===== src/vram_config.svh =====
// video dram geometry
// address and data widths shared by the design and the testbench
`ifndef VRAM_CONFIG_SVH
`define VRAM_CONFIG_SVH

// multiplexed row address width
`define VRAM_ROW_BITS 8

// column address width, same pins as the row
`define VRAM_COL_BITS 8

// one byte per location
`define VRAM_DATA_BITS 8

// bytes held in one row
// also the length of the serial register
`define VRAM_ROW_BYTES 256

`endif


===== src/vram_pkg.sv =====
// video dram shared types
// latched address, decoded strobes and a full row
`include "vram_config.svh"

package vram_pkg;

	// row and column as latched by the decoder
	typedef struct packed {
		logic [`VRAM_ROW_BITS-1:0] row;
		logic [`VRAM_COL_BITS-1:0] col;
	} vram_addr_t;

	// pulses and levels from the cycle decoder
	typedef struct packed {
		// byte write into the array, one per cycle
		logic wr;
		// random read in progress
		logic rd;
		// cas or oe went back high
		logic rd_end;
		// copy row into serial register
		logic xfer_load;
		// serial clock rising edge
		logic sc_rise;
		// current ras cycle is a read transfer
		logic xfer;
	} vram_strobe_t;

	// one whole row, byte 0 in the low bits
	typedef logic [`VRAM_ROW_BYTES-1:0][`VRAM_DATA_BITS-1:0] vram_row_t;

endpackage


===== src/vram_cycle_decode.sv =====
// video dram cycle decoder
// samples the host strobes, latches row and column, and classifies the cycle
`timescale 1ns/1ps
`include "vram_config.svh"

module vram_cycle_decode
(
	input  logic                      MCLK,
	input  logic                      i_reset,
	input  logic                      i_ras_n,
	input  logic                      i_cas_n,
	input  logic                      i_we_n,
	input  logic                      i_oe_n,
	input  logic                      i_sc,
	input  logic [`VRAM_ROW_BITS-1:0] i_ad,
	output vram_pkg::vram_addr_t      o_addr,
	output vram_pkg::vram_strobe_t    o_strobe
);
	import vram_pkg::*;

	// previous strobe levels
	logic ras_q_n;
	logic cas_q_n;
	logic oe_q_n;
	logic sc_q;

	// transfer cycle flag, decided at ras fall
	logic xfer_q;

	// column access, current and previous cycle
	logic cas_act;
	logic cas_act_q;
	logic ras_fall;

	assign cas_act   = ~i_ras_n & ~i_cas_n;
	assign cas_act_q = ~ras_q_n & ~cas_q_n;
	assign ras_fall  = ras_q_n & ~i_ras_n;

	always_ff @(posedge MCLK)
	begin
		if (i_reset)
		begin
			// strobes idle high, serial clock idle low
			ras_q_n    <= 1'b1;
			cas_q_n    <= 1'b1;
			oe_q_n     <= 1'b1;
			sc_q       <= 1'b0;
			xfer_q     <= 1'b0;
			o_addr.row <= '0;
			o_addr.col <= '0;
		end
		else
		begin
			ras_q_n <= i_ras_n;
			cas_q_n <= i_cas_n;
			oe_q_n  <= i_oe_n;
			sc_q    <= i_sc;
			// row address and cycle type at ras fall
			// oe held low here means read transfer
			if (ras_fall)
			begin
				o_addr.row <= i_ad;
				xfer_q     <= ~i_oe_n;
			end
			// column on the first cas cycle only
			if (cas_act && !cas_act_q)
				o_addr.col <= i_ad;
		end
	end

	always_comb
	begin
		// write needs the column already latched
		o_strobe.wr        = cas_act & cas_act_q & ~i_we_n;
		// no random read while a transfer is pending
		o_strobe.rd        = cas_act & ~i_oe_n & ~xfer_q;
		o_strobe.rd_end    = (i_cas_n & ~cas_q_n) | (i_oe_n & ~oe_q_n);
		// oe rising ends the transfer and loads the row
		o_strobe.xfer_load = xfer_q & i_oe_n & ~oe_q_n;
		o_strobe.sc_rise   = i_sc & ~sc_q;
		o_strobe.xfer      = xfer_q;
	end

	// transfer cycles hold we high, so a row copy and a byte write never meet
	a_wr_no_load: assert property (@(posedge MCLK) disable iff (i_reset)
		o_strobe.wr |-> !o_strobe.xfer_load);

endmodule


===== config.mk =====
export PLATFORM = sky130hd
export DESIGN_NAME = vram_cycle_decode
export DESIGN_NICKNAME = d
export VERILOG_FILES = /design/src/vram_pkg.sv /design/src/vram_cycle_decode.sv
export VERILOG_INCLUDE_DIRS = /design/src /design/src/src
export SDC_FILE = /design/constraint.sdc
export NUM_CORES = 1
export LEC_CHECK = 0
export ABC_AREA = 1
export BUFFER_PORTS_ARGS = -buffer_cell sky130_fd_sc_hd__buf_2
export CAP_MARGIN = 20
export CORE_MARGIN = 3
export CORE_UTILIZATION = 40
export CTS_BUF_LIST = sky130_fd_sc_hd__clkbuf_16
export CTS_CLUSTER_SIZE = 20
export DETAILED_ROUTE_END_ITERATION = 10
export PLACE_DENSITY = 0.79
export SETUP_SLACK_MARGIN = 0.1
export SLEW_MARGIN = 10
export SYNTH_ARGS = -nofsm -noshare
export SYNTH_HDL_FRONTEND = slang
export SYNTH_SLANG_ARGS = --single-unit

===== constraint.sdc =====
create_clock -name MCLK -period 0.86 [get_ports MCLK]
set_input_delay 0.043 -clock MCLK [delete_from_list [all_inputs] [get_ports MCLK]]
set_output_delay 0.043 -clock MCLK [all_outputs]
set_load 0.01 [all_outputs]

==> results by stage, run 1 <==
Global route:
- The initial antenna violation count is 0.
- The wire length of the first global-routing pass is 3400 µm.
- Global routing consumed, over all layers together, between 15 and 20% of the routing resources.
- For this run the aggregate overflow at the end of global routing stands at 0.
- The via count of the first global-routing pass is roughly 800.
- Entering global routing, the biggest net connects 21 pins.

Routing:
- After detailed routing, the number of vias per cell comes to ~4.8.
- For this block, the initial DRC count from the detailed router was 5.
- The number of detailed-route iterations in the first pass is 2.
- The final route contains a little under 900 vias.
- After detailed routing, the total wire length is roughly 2300 µm.
- The count of nets left with antenna violations once routing finished came out at 0.
- The DRC violation count after routing is 0.
- Dividing the detail-routed wire length by the instance count gives around 12 µm.

Synth:
- In this run, synthesis inferred 0 flip-flops with an integrated enable.
- The most frequently used flop master after synthesis is dfxtp_1.
- For this run, asynchronously set or reset flops after synthesis account for 0%.
- The total standard cell area after synthesis is approximately 840 µm².
- The largest total area in the synthesized netlist belongs to dfxtp_1.
- The count of synthesis-stage warnings from yosys is 0.
- The post-synthesis cell count is 115.
- The average instance in the mapped netlist occupies between 7 and 8 µm².
- The most repeated cell in the gate-level netlist after synthesis is nor2_1.
- The number of nets handed over by synthesis was between 100 and 150.
- The fraction of synthesized cell area taken by the top area cell type is roughly half.
- The unique cell type count in the Yosys netlist is 16.
- The share of synthesized area occupied by flip-flops and latches is between 40% and 50%.
- The flip-flop and latch count after synthesis is 21.
- By area the synthesized netlist is led by dfxtp_1 (50%), nor2_1 (13%), inv_1 (6.2%), nand2_1 (5.8%), o21ai_0 (5.3%).
- Sorting the synthesized cells by how often they occur yields nor2_1 (29), dfxtp_1 (21), inv_1 (14).

Timing:
- The slack of the critical path is -0.133 ns.
- The share of the clock period used by the worst path after layout is 116%.
- The minimum period implied by the final worst setup slack is 0.993 ns.
- The count of endpoints failing hold in the final timing report came to 0.
- The max-slew violation count came to 0.
- The top achievable clock speed is 1010 MHz.
- In this run the tightest slew margin relative to its limit is 85.7%.
- The clock arrives with ~0.00095 ns of skew.
- For the pin with the worst max-slew slack, the measured transition is 0.214 ns.
- Setup repair after global routing could not meet its margin everywhere.
- Setup violations remaining at the end of the flow were counted as 12.

Setup path:
- The minimum setup slack among reg-to-reg paths is -0.11 ns.
- Data on the critical path arrives at its endpoint at about 0.95 ns.
- The termination of the worst setup path is o_strobe[5].
- The endpoint identified for the worst register-to-register timing path is o_addr[1]$_SDFFE_PP0P_.
- The master of the slowest instance on the critical path is dfxtp_2.
- The critical path required time is just over 0.8 ns.
- In this run the worst setup path begins at cas_q_n$_SDFF_PP1_.
- The worst setup path is of the reg -> out kind.
- Walking the worst path, the cells encountered are inv_2 > nand2_8 > nor3_4 > buf_2.
- STA classifies the critical path startpoint as a register.
- The number of cells traversed by the worst register-to-register path is 6.
- The reg-to-reg critical path startpoint is ras_q_n$_SDFF_PP1_.
- The worst setup path is captured at an output pin.
- The maximum fanout along the worst path is 2.
- The largest single stage delay on the critical path is between 0.3 and 0.4 ns.

Clock tree:
- The TritonCTS clock tree is done.
- The maximum clock path buffer count is 2.
- The clock reaches the later pin of the worst-skew pair after around 0.25 ns.
- For this design, the sink count on the clock tree is 21.
- The total clock buffers created by CTS is 3.
- The tree is rooted in a clkbuf_16.
- The H-tree depth reported by CTS is 1.
- After clock tree synthesis, the clock-pin slew on the worst setup and hold paths is 0.05 ns.

Place:
- Routability-driven placement finished with a final weighted congestion of approximately 0.73.
- Summing all placed instances gives a cell area of around 1100 µm².
- The sum of net half-perimeters after detailed placement is 1520 µm.
- Buffers placed on the I/O ports in this run total 36.

Die:
- The die is ~52 µm wide.
- The number of top-level design ports is 37.
- The die area is approximately 2700 µm².
- In this run the standard cell core region covers between 1500 and 2000 µm².
- The initial standard-cell utilization of the core is 45.5%.
- The number of core rows is 15.
- The height of the die is 52.0 µm.

Pwr:
- The worst-case IR drop observed on VDD is ~1.4 mV.
- The total power is 2.48 mW.
- The leakage component of the power is 0.680 nW.
- The power per cell area is approximately 1800 nW/µm².

Status:
- The run finished, with violations left.
- The checks that failed: negative setup slack.

Final layout:
- The sequential cell area in the final layout is between 400 and 500 µm².
- The final-stage net count is approximately 170.
- The fraction of final layout cells with drive strength greater than 1 is 55.1%.
- From synthesis to final layout, the design area changed by 60.3%.
- The area of combinational cells with multiple inputs is 389 µm².
- After routing the design area is approximately 1400 µm².
- The repair_antennas step left the layout with diodes totalling 0.
- The fill cell instance count of the final layout is about 160.
- Cells fill 72.9% of the core in the end.

Min path:
- The worst hold path belongs to the class in -> reg.

Job:
- The tool flagged a number of max-cap violations equal to 0.
==> state kept, by name, indices dropped and copies added, names as in the netlist <==
name / count
sc_q: 1
xfer_q: 1
cas_q_n: 1
ras_q_n: 1
o_addr: 16
oe_q_n: 1
==> cells in the final DEF (no fill, tap or decap), types with 2 or more instances in the layout <==
cell,instances
o21ai_0,7
dfxtp_2,19
nor2_1,28
inv_1,13
nand2_1,11
buf_6,12
buf_12,2
o21ai_1,2
buf_2,25
a21oi_2,8
clkbuf_16,3
nand2_2,2
nand3_1,7
inv_2,4
buf_4,4
==> how the worst min path moves through the flow <==
stage            start                 end  slack, ns  depth (start not counted)
2_1_floorplan   i_we_n         o_strobe[5]       0.11                          1
3_3_place_gp   i_reset     sc_q$_SDFF_PP0_       0.22                          2
3_5_place_dp   i_reset     sc_q$_SDFF_PP0_       0.22                          2
4_1_cts           i_sc     sc_q$_SDFF_PP0_       0.02                          3
5_1_grt        i_ras_n  ras_q_n$_SDFF_PP1_       0.05                          3
6_report          i_sc     sc_q$_SDFF_PP0_       0.04                          3
==> worst max-delay path: cells and delay by family, from the launching register on <==
kind	cells	cell delay (ns)
simple gates	2	0.15
flops	1	0.32
buf+inv	2	0.23
==> report_power, final <==
group	internal, mW	switching (mW)
Clock	0.618	0.317
Combinational	0.217	0.220
Sequential	1.05	0.0506
==> layout make-up <==
type,instances,share of cell area (%)
clock buffers,3,5.55
clock inverters,1,0.277
inverters,17,4.90
multi-input cells,72,28.7
flip-flops and latches,21,33.1
well taps,25,2.31
repair buffers,44,25.1
==> logic make-up (layout without fill, tap and decap cells) <==
kind of cell | after synthesis | in the layout | share of synthesized area [%]
AOI/OAI and AO/OA | 18 | 18 | 10.8
DFF | 21 | 21 | 49.8
buffers and inverters | 22 | 65 | 11.6
and+or+nand+nor | 54 | 54 | 27.9
==> repair_timing <==
item	CTS	global route
cloned	0	0
pin swaps	5	1
setup endpoints to repair	31	38
resized for setup	15	23
hold endpoints to repair	1	0
buffers inserted	1	2
hold buffers	1	0
==> per-stage QoR <==
stage | cells | hold slack, ns | worst slack (ns) | TNS [ns]
after CTS | 181 | 0.0215 | -0.150 | -1.31
final | 183 | 0.0351 | -0.133 | -0.954
after global placement | 175 | 0.217 | -0.0612 | -0.577
after floorplan | 115 | 0.112 | 0.0230 | 0
after global routing | 183 | 0.0517 | -0.190 | -2.13
after detailed placement | 175 | 0.223 | -0.110 | -1.09
==> layer usage <==
layer	vias to the layer above	part of all wire, %	global-route usage (%)
met2	29	53	32.6
met3	4	6.6	4.30
li1	439	-	-
met1	412	39	16.6
met4	0	2.0	9.17
met5	-	0	0
(Power assumes the default switching activity.)
==> inputs of run 2 (changes only) <==
- MAX_ROUTING_LAYER: not set -> met4
==> run 2 against run 1 <==
Effect of this change: the run still ends with negative setup slack left; clock skew about the same; hold slack about the same; critical path depth unchanged; register-to-register slack about the same; power increased by 0.22%; sequential share of layout area decreased by 0.15 points; count of clock-buffer cells in the layout unchanged; fmax about the same; core utilization increased by 0.34 points; critical path type unchanged.
==> results by stage, run 2 (synthesis results as in run 1) <==
Pwr:
- The net switching share of the total power is 23.7% (about the same).
- The switching power is 589 µW (+0.26%).
- The sequential cell fraction of total power is 44.6% (about the same).
- The leakage component of the power is 0.681 nW (+0.17%).
- The combinational share of power is 17.8% (about the same).
- The power per cell area is 1830 nW/µm² (-0.24%).
- The peak supply drop is 1.42 mV (about the same).
- The proportion of power drawn by the clock network is 37.7% (about the same).
- The cell-internal power is 1.89 mW (+0.21%).

Timing:
- The top achievable clock speed is 1010 MHz (about the same).
- The max-slew violation count came to 0 (unchanged).
- The share of the clock period used by the worst path after layout was 116% (about the same).
- The setup violation total in the final timing report is 12 (unchanged).
- Setup repair after global routing could not meet its margin everywhere.
- The slack of the critical path is -0.133 ns (-0.0000870 ns).
- The slew of the pin with the lowest slew margin was 0.215 ns (+0.000581 ns).
- The worst relative slew slack came to 85.6% (about the same).
- The minimum period implied by the final worst setup slack is 0.993 ns (+0.0000870 ns).
- The count of endpoints failing hold in the final timing report is 0 (unchanged).
- The final clock skew came to 0.000923 ns (-0.0000276 ns).

Setup path:
- The maximum fanout along the worst path is 2 (unchanged).
- The master of the slowest instance on the critical path is dfxtp_2.
- The critical path goes through inv_2 > nand2_8 > nor3_4 > buf_2.
- The class of the most critical setup path is reg -> out.
- The delay of the slowest cell on the worst path is 0.32 ns (about the same).
- The worst endpoint data arrival time is 0.95 ns (about the same).
- The critical path required time is 0.82 ns (about the same).
- The endpoint class of the critical path is an output pin.
- The startpoint type of the worst setup path is a register.

Routing:
- The DRC violation count after routing is 0 (unchanged).
- The number of detailed-route iterations in the first pass was 2 (unchanged).
- The initial detailed-routing violation count is 5 (unchanged).
- The number of vias per cell was 4.82 (-0.23%).
- The total number of vias was 882 (-0.23%).
- The wire length per cell is 12.4 µm (+0.18%).
- The post-detailed-routing wire length is 2270 µm (+0.18%).
- The number of nets with antenna violations after detailed routing is 0 (unchanged).

Place:
- The number of I/O port buffers came to 36 (unchanged).
- The minimum setup slack after placement is -0.110 ns (unchanged).
- The sum of net half-perimeters after detailed placement is 1520 µm (unchanged).
- The routability congestion estimate from global placement was 0.734 (+1.2%).
- The total instance count after detailed placement is 175 (unchanged).

Global route:
- The wire length of the first global-routing pass is 3420 µm (+0.62%).
- The total grt overflow is 0 (unchanged).
- The initial antenna violation count is 0 (unchanged).
- The via count of the first global-routing pass is 815 (-0.97%).
- The maximum number of pins on one net before global-route repair is 21 (unchanged).
- The total routing usage reported by global routing was 17.9% (+0.69 points).

Die:
- The placeable core area was 1860 µm² (unchanged).
- The number of core rows is 15 (unchanged).
- The height of the die came to 52.0 µm (unchanged).
- The die boundary width was 52.0 µm (unchanged).
- The die area is 2700 µm² (unchanged).
- The initial standard-cell utilization of the core came to 45.5% (unchanged).
- The number of top-level design ports is 37 (unchanged).

Final layout:
- The fill cell instance count of the final layout was 159 (-1.2%).
- In the layout the commonest cells are nor2_1 (28), buf_2 (24), dfxtp_2 (19).
- The area of combinational cells with multiple inputs was 389 µm² (unchanged).
- The most common library cell in the layout ignoring fill and taps is nor2_1.
- The non-filler instance count after layout came to 183 (unchanged).
- The register with the most flip-flops is o_addr.
- The fraction of final layout cells with drive strength greater than 1 is 55.1% (unchanged).
- The number of flip-flops in the largest register came to 16 (unchanged).
- The antenna cell count came to 0 (unchanged).
- The sequential cell area in the final layout was 448 µm² (unchanged).
- The final-stage net count is 174 (unchanged).
- The area added between synthesis and finish is 61.0%.

Clock tree:
- The clock-pin transition on the worst setup and hold timing paths is 0.05 ns (about the same).
- The H-tree depth reported by CTS came to 1 (unchanged).
- The total clock buffers created by CTS is 3 (unchanged).
- The total number of clock tree sinks is 21 (unchanged).
- The worst-skew pair later-pin latency is 0.25 ns (about the same).
- CTS placed an instance of clkbuf_16 at the clock tree root.
- The maximum clock path buffer count is 2 (unchanged).
- TritonCTS built the clock tree.

Min path:
- The path category of the worst min-delay check is in -> reg.

Status:
- The checks that failed: negative setup slack.
- The run finished, with violations left.

Job:
- The reported max-cap violation count is 0 (unchanged).
-- run 2: cell type report --
| type | instances | area share (%) |
|---|---|---|
| inverters | 17 | 4.88 |
| multi-input cells | 72 | 28.6 |
| repair buffers | 44 | 25.5 |
| well taps | 25 | 2.30 |
| flip-flops and latches | 21 | 32.9 |
| clock inverters | 1 | 0.276 |
| clock buffers | 3 | 5.52 |
-- run 2: through the flow --
step / setup TNS, ns / instance area [µm²] / util [%] / hold WS, ns / power [mW]
after global routing: -2.14 / 1360 / 73.2 / 0.0498 / 2.62
after CTS: -1.31 / 1250 / 67.5 / 0.0215 / 2.43
after global placement: -0.577 / 1130 / 60.6 / 0.217 / 1.45
after detailed placement: -1.09 / 1130 / 60.6 / 0.223 / 1.47
final: -0.951 / 1360 / 73.2 / 0.0350 / 2.48
after floorplan: 0 / 901 / - / 0.112 / 1.31
-- run 2: critical path: cells and delay by family, from the launching register on --
kind | cells | cell delay, ns
and+or+nand+nor | 2 | 0.15
DFF | 1 | 0.32
buffers and inverters | 2 | 0.23
-- run 2: routing by layer --
metal / vias to the layer above / wire [µm] / GRT usage [%]
met1: 410 / 899 / 17.3
met2: 29 / 1190 / 32.4
met5: - / 0 / -
met4: 0 / 45 / 9.17
li1: 439 / - / -
met3: 4 / 134 / 4.58
-- run 2: power by group through the flow --
| stage | combinational [mW] | sequential, mW | clock [mW] |
|---|---|---|---|
| 5_1_grt | 0.485 | 1.11 | 1.03 |
| 4_1_cts | 0.386 | 1.09 | 0.953 |
| 3_5_place_dp | 0.366 | 1.10 | 0 |
| 6_report | 0.441 | 1.11 | 0.935 |
| 2_1_floorplan | 0.187 | 1.13 | 0 |
| 3_3_place_gp | 0.355 | 1.10 | 0 |
-- run 2: repair_timing --
| action | CTS | global route |
|---|---|---|
| setup buffers | 1 | 2 |
| cloned | 0 | 0 |
| pin swaps | 5 | 1 |
| resized for setup | 15 | 24 |
| hold buffers | 1 | 0 |
| endpoints found under the hold margin | 1 | 0 |
| endpoints found under the setup margin | 31 | 38 |
-- run 2: worst paths after layout --
check	startpoint	to	slack (ns)	cells past startpoint
max reg2reg	ras_q_n$_SDFF_PP1_	o_addr[1]$_SDFFE_PP0P_	-0.11	6
max	cas_q_n$_SDFF_PP1_	o_strobe[5]	-0.13	4
min	i_sc	sc_q$_SDFF_PP0_	0.03	3
min reg2reg	o_addr[8]$_SDFFE_PP0P_	o_addr[8]$_SDFFE_PP0P_	0.47	2
